## src/verilog/cop_cfg.svh

```systemverilog
/*
 * Coprocessor build constants
 *  - custom-0 major opcode
 *  - XCR count
 *  - largest legal pack-width code
 */
`ifndef COP_CFG_SVH
`define COP_CFG_SVH

// Major opcode shared by every coprocessor instruction
`define COP_OPCODE  7'b0001011

`define COP_NUM_XCR 16          // Coprocessor registers

// Codes above this are illegal for packed arithmetic
`define COP_PW_MAX  3'd4

`endif

```

## src/verilog/cop_pkg.sv

```systemverilog
/*
 * Shared coprocessor types
 *  - instruction class, subclass and pack width codes
 *  - instruction word union, register and immediate layouts
 *  - decode and response bundles
 */
`default_nettype none

package cop_pkg;

    typedef enum logic [2:0] {
        CLASS_PACKED_ARITH = 3'd0,
        CLASS_BITWISE      = 3'd1,
        CLASS_MOVE         = 3'd2   // 3 to 7 reserved
    } cop_class_e;

    // Subclass codes restart at zero in every class
    typedef logic [2:0] cop_sclass_e;

    localparam cop_sclass_e SC_PADD    = 3'd0;
    localparam cop_sclass_e SC_PSUB    = 3'd1;
    localparam cop_sclass_e SC_PSLL_I  = 3'd2;
    localparam cop_sclass_e SC_PSRL_I  = 3'd3;
    localparam cop_sclass_e SC_PROT_I  = 3'd4;

    localparam cop_sclass_e SC_LD_LI   = 3'd0;
    localparam cop_sclass_e SC_LD_HI   = 3'd1;

    localparam cop_sclass_e SC_GPR2XCR = 3'd0;
    localparam cop_sclass_e SC_XCR2GPR = 3'd1;
    localparam cop_sclass_e SC_CMOV    = 3'd2;

    typedef enum logic [2:0] {
        PW_32 = 3'd0,
        PW_16 = 3'd1,
        PW_8  = 3'd2,
        PW_4  = 3'd3,
        PW_2  = 3'd4
    } cop_pw_e;

    // Register format, GPR index of a move is {rd_hi, pw[2:1]}
    typedef struct packed {
        logic [2:0]  rd_hi;
        logic [2:0]  pw;
        logic        shamt_hi;      // Shift amount is {shamt_hi, crs2}
        logic [3:0]  crs2;
        logic [3:0]  crs1;
        cop_sclass_e sclass;
        logic [3:0]  crd;
        logic [2:0]  cls;
        logic [6:0]  opcode;
    } cop_insn_r_t;

    // Immediate format for the half-register loads
    typedef struct packed {
        logic [14:0] imm;           // Bits 15:1 of the 16-bit immediate
        cop_sclass_e sclass;
        logic [3:0]  crd;
        logic [2:0]  cls;
        logic [6:0]  opcode;
    } cop_insn_i_t;

    typedef union packed {
        cop_insn_r_t r;
        cop_insn_i_t i;
    } cop_insn_u;

    typedef struct packed {
        logic        exception;
        cop_class_e  cls;
        cop_sclass_e sclass;
        cop_pw_e     pw;
        logic [3:0]  crs1;
        logic [3:0]  crs2;
        logic [3:0]  crs3;
        logic [3:0]  crd;
        logic [4:0]  rd;
        logic [31:0] imm;
        logic        xcr_we;
        logic        gpr_we;
    } cop_dec_t;

    typedef struct packed {
        logic        exception;
        logic        gpr_we;
        logic [4:0]  rd;
        logic [31:0] gpr_wdata;
    } cop_rsp_t;

endpackage

`default_nettype wire

```

## src/verilog/cop_idecode.sv

```systemverilog
/*
 * Combinational instruction decoder
 *  - legality checks on opcode, class, subclass and pack width
 *  - operand selection and immediate build
 *  - register write controls
 */
`timescale 1ns/1ps
`default_nettype none

`include "cop_cfg.svh"

module cop_idecode
    import cop_pkg::*;
(
    input  cop_insn_u insn_i,   // Instruction word from the host
    output cop_dec_t  dec_o     // Decoded fields and controls
);

    cop_sclass_e sc;
    logic        opcode_ok;
    logic        is_arith;
    logic        is_bitwise;
    logic        is_move;
    logic        class_ok;
    logic        sclass_ok;
    logic        bad_pw;
    logic        legal;

    logic        dec_padd;
    logic        dec_psub;
    logic        dec_psll_i;
    logic        dec_psrl_i;
    logic        dec_prot_i;
    logic        dec_ld_li;
    logic        dec_ld_hi;
    logic        dec_gpr2xcr;
    logic        dec_xcr2gpr;
    logic        dec_cmov;

    logic        imm_sh;
    logic        imm_li;
    logic        crd_in_crs3;
    logic [4:0]  shamt;

    assign sc         = insn_i.r.sclass;
    assign opcode_ok  = insn_i.r.opcode == `COP_OPCODE;

    assign is_arith   = insn_i.r.cls == CLASS_PACKED_ARITH;
    assign is_bitwise = insn_i.r.cls == CLASS_BITWISE;
    assign is_move    = insn_i.r.cls == CLASS_MOVE;
    assign class_ok   = is_arith || is_bitwise || is_move;

    // Individual instructions
    assign dec_padd    = is_arith   && sc == SC_PADD;
    assign dec_psub    = is_arith   && sc == SC_PSUB;
    assign dec_psll_i  = is_arith   && sc == SC_PSLL_I;
    assign dec_psrl_i  = is_arith   && sc == SC_PSRL_I;
    assign dec_prot_i  = is_arith   && sc == SC_PROT_I;
    assign dec_ld_li   = is_bitwise && sc == SC_LD_LI;
    assign dec_ld_hi   = is_bitwise && sc == SC_LD_HI;
    assign dec_gpr2xcr = is_move    && sc == SC_GPR2XCR;
    assign dec_xcr2gpr = is_move    && sc == SC_XCR2GPR;
    assign dec_cmov    = is_move    && sc == SC_CMOV;

    assign sclass_ok =
        dec_padd    || dec_psub    || dec_psll_i || dec_psrl_i || dec_prot_i ||
        dec_ld_li   || dec_ld_hi   ||
        dec_gpr2xcr || dec_xcr2gpr || dec_cmov;

    // Pack width only matters for packed arithmetic
    assign bad_pw = is_arith && (insn_i.r.pw > `COP_PW_MAX);

    assign legal  = opcode_ok && class_ok && sclass_ok && !bad_pw;

    // Immediate sources
    assign imm_sh = dec_psll_i || dec_psrl_i || dec_prot_i;
    assign imm_li = dec_ld_li  || dec_ld_hi;
    assign shamt  = {insn_i.r.shamt_hi, insn_i.r.crs2};

    // Old crd value is needed as a third operand
    assign crd_in_crs3 = dec_ld_li || dec_ld_hi || dec_cmov;

    assign dec_o.exception = !legal;
    assign dec_o.cls       = cop_class_e'(insn_i.r.cls);
    assign dec_o.sclass    = sc;
    assign dec_o.pw        = cop_pw_e'(insn_i.r.pw);
    assign dec_o.crs1      = insn_i.r.crs1;
    assign dec_o.crs2      = insn_i.r.crs2;
    assign dec_o.crs3      = crd_in_crs3 ? insn_i.r.crd : 4'd0;
    assign dec_o.crd       = insn_i.r.crd;
    assign dec_o.rd        = {insn_i.r.rd_hi, insn_i.r.pw[2:1]};

    assign dec_o.imm =
        {32{imm_sh}} & {27'b0, shamt}                  |
        {32{imm_li}} & {16'b0, insn_i.i.imm, 1'b0}     ;

    // Nothing is written for an illegal encoding
    assign dec_o.xcr_we = legal && (is_arith || imm_li || dec_gpr2xcr || dec_cmov);
    assign dec_o.gpr_we = legal && dec_xcr2gpr;

    always_comb begin
        assert (!(dec_o.xcr_we && dec_o.gpr_we))
            else $error("decoder requested both XCR and GPR write");
    end

endmodule

`default_nettype wire

```

## src/verilog/cop_regfile.sv

```systemverilog
/*
 * XCR register file
 *  - three asynchronous read ports
 *  - one synchronous write port, cleared by reset
 */
`timescale 1ns/1ps
`default_nettype none

`include "cop_cfg.svh"

module cop_regfile (
    input  logic        clk_i,
    input  logic        rst_n_i,
    input  logic [3:0]  rd1_addr_i,
    input  logic [3:0]  rd2_addr_i,
    input  logic [3:0]  rd3_addr_i,
    output logic [31:0] rd1_data_o,
    output logic [31:0] rd2_data_o,
    output logic [31:0] rd3_data_o,
    input  logic        wr_en_i,
    input  logic [3:0]  wr_addr_i,
    input  logic [31:0] wr_data_i
);

    logic [31:0] xcr_q [`COP_NUM_XCR];

    assign rd1_data_o = xcr_q[rd1_addr_i];
    assign rd2_data_o = xcr_q[rd2_addr_i];
    assign rd3_data_o = xcr_q[rd3_addr_i];

    always_ff @(posedge clk_i) begin
        if (!rst_n_i) begin
            for (int i = 0; i < `COP_NUM_XCR; i++) begin
                xcr_q[i] <= '0;
            end
        end else if (wr_en_i) begin
            xcr_q[wr_addr_i] <= wr_data_i;
        end
    end

endmodule

`default_nettype wire

```

## src/verilog/cop_palu.sv

```systemverilog
/*
 * Stage two result unit
 *  - lane-wise add, subtract, shift and rotate at all pack widths
 *  - half-register loads, GPR moves and conditional move
 */
`timescale 1ns/1ps
`default_nettype none

`include "cop_cfg.svh"

module cop_palu
    import cop_pkg::*;
(
    input  cop_dec_t    dec_i,
    input  logic [31:0] rs1_i,
    input  logic [31:0] rs2_i,
    input  logic [31:0] rs3_i,          // Old crd value
    input  logic [31:0] gpr_i,
    output logic [31:0] xcr_wdata_o,
    output logic [31:0] gpr_wdata_o
);

    // One result word per pack width, index is the pw code
    logic [4:0][31:0] add_r;
    logic [4:0][31:0] sub_r;
    logic [4:0][31:0] sll_r;
    logic [4:0][31:0] srl_r;
    logic [4:0][31:0] rot_r;

    logic [2:0]       pw_idx;
    logic             pw_ok;
    logic [31:0]      arith_res;

    for (genvar w = 0; w < 5; w++) begin : g_pw
        localparam int LW = 32 >> w;        // Lane width
        localparam int SW = $clog2(LW);

        logic [SW-1:0] sh;                  // Shamt modulo lane width
        assign sh = dec_i.imm[SW-1:0];

        for (genvar l = 0; l < 32 / LW; l++) begin : g_lane
            logic [LW-1:0]   a;
            logic [LW-1:0]   b;
            logic [2*LW-1:0] rot;

            assign a   = rs1_i[l*LW +: LW];
            assign b   = rs2_i[l*LW +: LW];
            assign rot = {a, a} >> sh;

            // Carries stop at the lane edge
            assign add_r[w][l*LW +: LW] = a + b;
            assign sub_r[w][l*LW +: LW] = a - b;
            assign sll_r[w][l*LW +: LW] = a << sh;
            assign srl_r[w][l*LW +: LW] = a >> sh;
            assign rot_r[w][l*LW +: LW] = rot[LW-1:0];
        end
    end

    assign pw_idx = dec_i.pw;
    assign pw_ok  = pw_idx <= `COP_PW_MAX;

    always_comb begin
        arith_res = '0;
        if (pw_ok) begin
            case (dec_i.sclass)
                SC_PADD:   arith_res = add_r[pw_idx];
                SC_PSUB:   arith_res = sub_r[pw_idx];
                SC_PSLL_I: arith_res = sll_r[pw_idx];
                SC_PSRL_I: arith_res = srl_r[pw_idx];
                SC_PROT_I: arith_res = rot_r[pw_idx];
                default:   arith_res = '0;
            endcase
        end
    end

    always_comb begin
        case (dec_i.cls)
            CLASS_PACKED_ARITH: xcr_wdata_o = arith_res;
            CLASS_BITWISE: begin
                case (dec_i.sclass)
                    SC_LD_LI: xcr_wdata_o = {rs3_i[31:16], dec_i.imm[15:0]};
                    SC_LD_HI: xcr_wdata_o = {dec_i.imm[15:0], rs3_i[15:0]};
                    default:  xcr_wdata_o = '0;
                endcase
            end
            CLASS_MOVE: begin
                case (dec_i.sclass)
                    SC_GPR2XCR: xcr_wdata_o = gpr_i;
                    SC_CMOV:    xcr_wdata_o = (|rs1_i) ? rs2_i : rs3_i;
                    default:    xcr_wdata_o = '0;   // xcr2gpr writes no XCR
                endcase
            end
            default: xcr_wdata_o = '0;
        endcase
    end

    assign gpr_wdata_o = dec_i.gpr_we ? rs1_i : '0;    // Only xcr2gpr

    // Decoder screens out wide pack codes before they get here
    always_comb begin
        if (dec_i.cls == CLASS_PACKED_ARITH && !dec_i.exception) begin
            assert (dec_i.pw <= `COP_PW_MAX)
                else $error("packed op reached ALU with pw %0d", dec_i.pw);
        end
    end

endmodule

`default_nettype wire

```

## src/verilog/cop_top.sv

```systemverilog
/*
 * Coprocessor top level
 *  - stage one decode, XCR read and result bypass
 *  - stage two execute, XCR write-back and registered response
 */
`timescale 1ns/1ps
`default_nettype none

module cop_top
    import cop_pkg::*;
(
    input  logic        clk_i,
    input  logic        rst_n_i,
    input  logic        insn_valid_i,   // One cycle per instruction
    input  cop_insn_u   insn_i,
    input  logic [31:0] gpr_rs1_i,      // GPR value read by the host
    output logic        rsp_valid_o,
    output cop_rsp_t    rsp_o
);

    cop_dec_t    dec_s1;
    logic [31:0] rf_rd1;
    logic [31:0] rf_rd2;
    logic [31:0] rf_rd3;
    logic [31:0] op1;
    logic [31:0] op2;
    logic [31:0] op3;

    logic        s2_valid_q;
    cop_dec_t    s2_dec_q;
    logic [31:0] s2_rs1_q;
    logic [31:0] s2_rs2_q;
    logic [31:0] s2_rs3_q;
    logic [31:0] s2_gpr_q;

    logic [31:0] xcr_wdata;
    logic [31:0] gpr_wdata;
    logic        xcr_wr;

    cop_idecode u_idecode (
        .insn_i (insn_i),
        .dec_o  (dec_s1)
    );

    cop_regfile u_regfile (
        .clk_i      (clk_i),
        .rst_n_i    (rst_n_i),
        .rd1_addr_i (dec_s1.crs1),
        .rd2_addr_i (dec_s1.crs2),
        .rd3_addr_i (dec_s1.crs3),
        .rd1_data_o (rf_rd1),
        .rd2_data_o (rf_rd2),
        .rd3_data_o (rf_rd3),
        .wr_en_i    (xcr_wr),
        .wr_addr_i  (s2_dec_q.crd),
        .wr_data_i  (xcr_wdata)
    );

    // Stage two writes at the same edge stage one captures
    assign xcr_wr = s2_valid_q && s2_dec_q.xcr_we && !s2_dec_q.exception;

    assign op1 = (xcr_wr && s2_dec_q.crd == dec_s1.crs1) ? xcr_wdata : rf_rd1;
    assign op2 = (xcr_wr && s2_dec_q.crd == dec_s1.crs2) ? xcr_wdata : rf_rd2;
    assign op3 = (xcr_wr && s2_dec_q.crd == dec_s1.crs3) ? xcr_wdata : rf_rd3;

    always_ff @(posedge clk_i) begin
        if (!rst_n_i) begin
            s2_valid_q <= 1'b0;
        end else begin
            s2_valid_q <= insn_valid_i;
        end
    end

    always_ff @(posedge clk_i) begin
        if (insn_valid_i) begin
            s2_dec_q <= dec_s1;
            s2_rs1_q <= op1;
            s2_rs2_q <= op2;
            s2_rs3_q <= op3;
            s2_gpr_q <= gpr_rs1_i;
        end
    end

    cop_palu u_palu (
        .dec_i       (s2_dec_q),
        .rs1_i       (s2_rs1_q),
        .rs2_i       (s2_rs2_q),
        .rs3_i       (s2_rs3_q),
        .gpr_i       (s2_gpr_q),
        .xcr_wdata_o (xcr_wdata),
        .gpr_wdata_o (gpr_wdata)
    );

    always_ff @(posedge clk_i) begin
        if (!rst_n_i) begin
            rsp_valid_o <= 1'b0;
        end else begin
            rsp_valid_o <= s2_valid_q;
        end
    end

    // Illegal encodings still answer, with no GPR data
    always_ff @(posedge clk_i) begin
        if (s2_valid_q) begin
            rsp_o.exception <= s2_dec_q.exception;
            rsp_o.gpr_we    <= s2_dec_q.gpr_we && !s2_dec_q.exception;
            rsp_o.rd        <= s2_dec_q.rd;
            rsp_o.gpr_wdata <= s2_dec_q.exception ? '0 : gpr_wdata;
        end
    end

    // Fixed two-cycle latency, one response per instruction
    property p_rsp_latency;
        @(posedge clk_i) disable iff (!rst_n_i)
            $past(rst_n_i, 1) && $past(rst_n_i, 2) |->
                rsp_valid_o == $past(insn_valid_i, 2);
    endproperty

    a_rsp_latency : assert property (p_rsp_latency)
        else $error("response valid out of step with instruction strobe");

endmodule

`default_nettype wire

```

## config.mk

```make
export PLATFORM = sky130hd
export DESIGN_NAME = cop_top
export DESIGN_NICKNAME = d
export VERILOG_FILES = /design/src/verilog/cop_pkg.sv /design/src/verilog/cop_idecode.sv /design/src/verilog/cop_regfile.sv /design/src/verilog/cop_palu.sv /design/src/verilog/cop_top.sv
export VERILOG_INCLUDE_DIRS = /design/src /design/src/verilog
export SDC_FILE = /design/constraint.sdc
export NUM_CORES = 2
export LEC_CHECK = 0
export BUFFER_PORTS_ARGS = -buffer_cell sky130_fd_sc_hd__buf_2
export CELL_PAD_IN_SITES_DETAIL_PLACEMENT = 2
export CELL_PAD_IN_SITES_GLOBAL_PLACEMENT = 2
export CORE_MARGIN = 2
export CORE_UTILIZATION = 25
export CTS_CLUSTER_DIAMETER = 120
export DETAILED_ROUTE_END_ITERATION = 16
export PLACE_DENSITY_LB_ADDON = 0.05
export REMOVE_ABC_BUFFERS = 1
export SYNTH_ARGS = -nofsm -noshare
export SYNTH_HDL_FRONTEND = slang
export SYNTH_SLANG_ARGS = --single-unit
```

## constraint.sdc

```tcl
create_clock -name clk_i -period 5.3 [get_ports clk_i]
set_input_delay 0.265 -clock clk_i [delete_from_list [all_inputs] [get_ports clk_i]]
set_output_delay 0.265 -clock clk_i [all_outputs]
set_load 0.03 [all_outputs]
```

**Word level (Yosys, flattened, before mapping)**

Memory sizes are Yosys's and may differ from the RTL's.
Index checks and enable logic that the tools add are counted.

- Add/sub/neg operators: 62
- Multiply operators: 0
- Divide/modulo/power cells: 0
- Magnitude comparators: 3
- Eq/ne operators: 16
- Shift operators: 93
- Multiplexer cells: 27
- Bitwise logic cells: 4
- Reductions and logical operators: 50

Operator list:

| kind | count |
|---|---|
| binary-select mux 32 bit (select 3 bit) | 5 |
| two-way mux 32 bit | 11 |
| case mux 32 bit (5 select lines) | 1 |
| case mux 32 bit (2 select lines) | 2 |
| case mux 32 bit (3 select lines) | 1 |
| OR reduction 32 bit | 2 |
| >> shifter 16 x 3 -> 8 bit | 4 |
| >> shifter 32 x 4 -> 16 bit | 2 |
| >> shifter 4 x 1 -> 2 bit | 16 |
| >> shifter 64 x 5 -> 32 bit | 1 |
| >> shifter 8 x 2 -> 4 bit | 8 |
| adder 16 bit | 2 |
| adder 2 bit | 16 |
| adder 32 bit | 1 |
| adder 4 bit | 8 |
| adder 8 bit | 4 |
| << shifter 16 x 4 -> 16 bit | 2 |
| << shifter 2 x 1 -> 2 bit | 16 |
| << shifter 32 x 5 -> 32 bit | 1 |
| << shifter 4 x 2 -> 4 bit | 8 |
| << shifter 8 x 3 -> 8 bit | 4 |
| >> shifter 16 x 4 -> 16 bit | 2 |
| >> shifter 2 x 1 -> 2 bit | 16 |
| >> shifter 32 x 5 -> 32 bit | 1 |
| 26 further kinds | 121 |

- Register bits after elaboration: 206
- Bits in latches: 0
- Memory bits (writable): 512
- Memory bits (read-only): 0
- Bits of input ports: 67
- Output and inout bits: 40
- Word-level logic and storage cells: 275
- Memories kept: 1

Memory list:

| name | words | bits a word | rd ports | clocked after memory_dff | write ports | line | source |
|---|---|---|---|---|---|---|---|
| u_regfile.xcr_q | 16 | 32 | 3 | 0 | 16 | cop_regfile.sv:25 | `` logic [31:0] xcr_q [`COP_NUM_XCR]; `` |

**Logic depth before layout (Yosys ltp)**

- Depth after elaboration: 14
- Depth in mapped cells: 17

**Hierarchy**

A second synthesis with hierarchy kept.

- Cells, all modules: 5162
- Area total of the unflattened synthesis: 57204.9 um^2

By module, submodules not included:

| module | instances | cells each | area an instance (um^2) | sequential area each (um^2) |
|---|---|---|---|---|
| cop_regfile | 1 | 1958 | 30237.8 | 15374.7 |
| cop_palu | 1 | 2714 | 17518.1 | 0.0 |
| cop_top | 1 | 397 | 8773.4 | 7006.7 |
| cop_idecode | 1 | 93 | 675.6 | 0.0 |

**Least setup slack after synthesis**

No wires, ideal clock.

- Kind: register -> register
- From: register s2_rs1_q[8]
- To: memory u_regfile.xcr_q[10][23], data pin
- Arrival: 3.655 ns
- Required time: 5.034 ns
- Slack: 1.379 ns
- Stages on the path, launching flop included: 16
- Path buffers: 4
- Clock period less this slack: 3.921 ns
- Path through: edfxtp_1 -> clkbuf_1 -> clkbuf_1 -> inv_1 -> ha_1 -> clkbuf_1 -> inv_1 -> a21oi_1 -> a21oi_1 -> o41ai_1 -> o31ai_1 -> o31a_1 -> and3_1 -> o31ai_4 -> buf_4 -> nor2_1

RTL lines:

| element | line | source |
|---|---|---|
| start: declaration | cop_top.sv:31 | `logic [31:0] s2_rs1_q;` |
| start signal: assignment | cop_top.sv:77 | `s2_rs1_q <= op1;` |
| end: declaration | cop_regfile.sv:25 |  |

==> impl_metrics.csv <==
group,metric,value,unit
grt,grt_antenna_before_repair,24,
timing,period_share,99.5,%
logic_synthesis,yosysUniqueCellTypes,105,
timing,rsz0062_at_grt,"no",
timing,fin_crit,5.27,ns
grt,overflow,0,
logic_synthesis,synth_edf_count,714,
drt,vias,53800,
drt,final_antenna_net_count,0,
power_and_ir_drop,powerDensity,289,mW/mm2
final_layout,syn2layout_area_growth,17.8,%
logic_synthesis,synth_top_cell_by_area,"edfxtp_1",
clock_tree,cts.path.max_buffers,3,
critical_path,worstSetupPathType,"flip-flop to flip-flop",
grt,grt.busiest_layer,"met2",
grt,use_met3,3.94,%
final_layout,finalCoreUtilization,29.7,%
clock_tree,clk_pin_slew_worst_paths,0.07,ns
run,drv_cap,1,
timing,max_freq,190,MHz
critical_path,cp-start-kind,"flip-flop",
timing,worst_slew_pin_slew,1.49,ns
die,io_pins,107,
outcome,violations,"capacitance limit",
placement,hpwl,270,mm
power_and_ir_drop,total_leakage_power,23.2,nW
grt,grt.total_usage,31.8,%
final_layout,nets,5970,
die,start_util,25.2,%
placement,io_buffers,106,
die,num_rows,175,
critical_path,crit_path_end_kind,"flip-flop",
drt,wl_per_cell,42.8,um
timing,fin_worst_skew,0.0707,ns
logic_synthesis,async_flop_share,0,%
die,die-area,0.233,mm2
logic_synthesis,synth_area_leaders,"edfxtp_1 37%, mux4_2 16%, nor2_1 5.1%, mux2i_1 4.2%, nand2_1 3.5%",
clock_tree,cts.sinks,716,
logic_synthesis,yosys_register_bits,716,
logic_synthesis,ys_seq_area_share,37.4,%
die,core_area,0.228,mm2
clock_tree,clkLatencyLatePin,0.76,ns
critical_path,cp.arrival,5.74,ns
drt,drc,0,
logic_synthesis,syn-instance-count,5630,
die,die_w,483,um
die,chipHeight,483,um
drt,drt_first_pass_iters,6,
placement,gp_congestion,0.986,
critical_path,cp.required,5.76,ns
final_layout,final_cells,8902,
timing,drv_slew,0,
logic_synthesis,avgSynthCellArea,10.2,um2
power_and_ir_drop,ir_worst_vdd,0.000240,V
grt,grt_max_degree,87,
logic_synthesis,yosysWarnings,0,
grt,grt_pass1_wl,515,mm
final_layout,drive_gt1_share,24.7,%
outcome,status,"finished with violations",
timing,hold_viol_final,0,
grt,grt_util_met1,38.9,%
clock_tree,h-tree-depth,3,
logic_synthesis,synthFlopType,"edfxtp_1",
logic_synthesis,netlist.area_leader.share,37.4,%
grt,grt_pass1_vias,56400,
timing,relSlewSlack,0.606,%
min_path,hold_class,"input pin to flip-flop",
grt,met2_usage,53.4,%
drt,drt_iter0_drc,5069,
clock_tree,cts_root_buffer,"clkbuf_16",
clock_tree,numCtsBuffers,98,
logic_synthesis,synth_area,0.0574,mm2
drt,routed_via_density,6.04,
timing,fin_tns_setup,0,ns
critical_path,worstPathMaxFanout,16,
drt,totalWireLength,381,mm
clock_tree,cts_tree,"done",
timing,setup_violations,0,
placement,dpl.cell_count,8662,
sequential cells by signal (all words and copies together), names as in the netlist:
| register | count |
|---|---|
| s2_rs3_q | 32 |
| rsp_valid_o | 1 |
| s2_rs2_q | 32 |
| s2_dec_q | 35 |
| u_regfile.xcr_q | 512 |
| s2_gpr_q | 32 |
| rsp_o | 39 |
| s2_valid_q | 1 |
| s2_rs1_q | 32 |
routing by layer:
metal | routed length [um] | share of wire [%] | up-vias
met5 | 138 | 0.036 | -
met4 | 27200 | 7.1 | 20
met3 | 17900 | 4.7 | 852
met2 | 182000 | 48 | 2019
met1 | 154000 | 40 | 28900
li1 | - | - | 22000
worst paths after layout:
path	startpoint	to	slack, ns	depth (start not counted)
max	s2_dec_q[2]	u_regfile.xcr_q[3][29]	0.03	11
min	rst_n_i	s2_valid_q	0.09	2
max reg2reg	s2_dec_q[2]	u_regfile.xcr_q[3][29]	0.03	11
min reg2reg	s2_dec_q[38]	rsp_o[36]	0.42	0
report_power, final:
group          total [W]  internal [W]  switching [W]  leakage, nW
combinational    0.00604       0.00198        0.00406         14.4
sequential       0.00683       0.00652       0.000304         7.29
clock            0.00665       0.00377        0.00288         1.52
total             0.0195        0.0123        0.00724         23.2
cells by family after synthesis:
| kind of cell | after synthesis | share of synthesized area [%] |
|---|---|---|
| AO/OA/AOI/OAI | 1384 | 16.2 |
| XOR/XNOR | 50 | 0.763 |
| adder cells (fa/ha/maj) | 101 | 2.50 |
| buffers and inverters | 678 | 5.05 |
| flip-flops | 716 | 37.4 |
| multiplexers | 797 | 23.3 |
| AND/OR/NAND/NOR | 1904 | 14.8 |
cell usage after synthesis, drive strengths merged, types with 33 or more instances:
cell type and n:
mux2i 239, mux4 417, buf 208, o221ai 52, xnor2 34, a21oi 339, a31oi 94, nor2b 73
a311oi 41, and2 71, o22ai 53, a221oi 33, nand2 536, edfxtp 714, ha 78, o21ai 322
a211oi 89, nor2 792, nor3 116, clkbuf 382, inv 86, nand2b 33, mux2 141, o211ai 41
nand3 113
metrics by stage:
stage / total power (W) / area (um2) / hold WS [ns] / worst slack (ns)
5_1_grt: 0.0201 / 67600 / 0.0822 / 0.0582
2_1_floorplan: 0.00966 / 54800 / 0.364 / -4.04
3_3_place_gp: 0.0128 / 63900 / 0.403 / 0.0577
4_1_cts: 0.0196 / 67500 / 0.0365 / 0.103
6_report: 0.0195 / 67600 / 0.0866 / 0.0252
3_5_place_dp: 0.0128 / 63900 / 0.408 / 0.162
what timing repair did:
item                       in CTS  in global routing
buffers inserted                0                  0
setup endpoints to repair       0                  1
hold buffers                   49                  0
gates resized for setup         0                  1
hold endpoints to repair       56                  0
placed cells by master (no fill, tap or decap), drive strengths merged, types with 53 or more instances in the layout:
cell / synthesis / routed
a211oi: 89 / 89
a21oi: 339 / 339
a31oi: 94 / 94
and2: 71 / 71
buf: 208 / 611
clkbuf: 382 / 119
edfxtp: 714 / 714
ha: 78 / 78
inv: 86 / 92
mux2: 141 / 141
mux2i: 239 / 239
mux4: 417 / 417
nand2: 536 / 536
nand3: 113 / 113
nor2: 792 / 792
nor2b: 73 / 73
nor3: 116 / 116
o21ai: 322 / 322
o22ai: 53 / 53
area by class of cell:
cell class                      instances  area [um2]
Sequential cell                       716       21500
Clock inverter                         62         572
Timing Repair Buffer                  662        5620
Inverter                               88         332
Multi-Input combinational cell       4236       33200
Tap cell                             3009        3760
Clock buffer                          117        2540
Antenna cell                           12        30.0
Fill cell                           24700      160000
critical path, stage by stage (launching register included):
cell      delay (ns)
edfxtp_1        0.95
buf_4           0.38
nor2b_1         0.88
a22oi_1         0.22
o21ai_0         0.43
o22ai_1         0.22
o311ai_0        0.43
o211ai_1        0.40
a311oi_4        0.47
buf_12          0.16
buf_4           0.30
nor2_1          0.09
(Power assumes the default switching activity.)
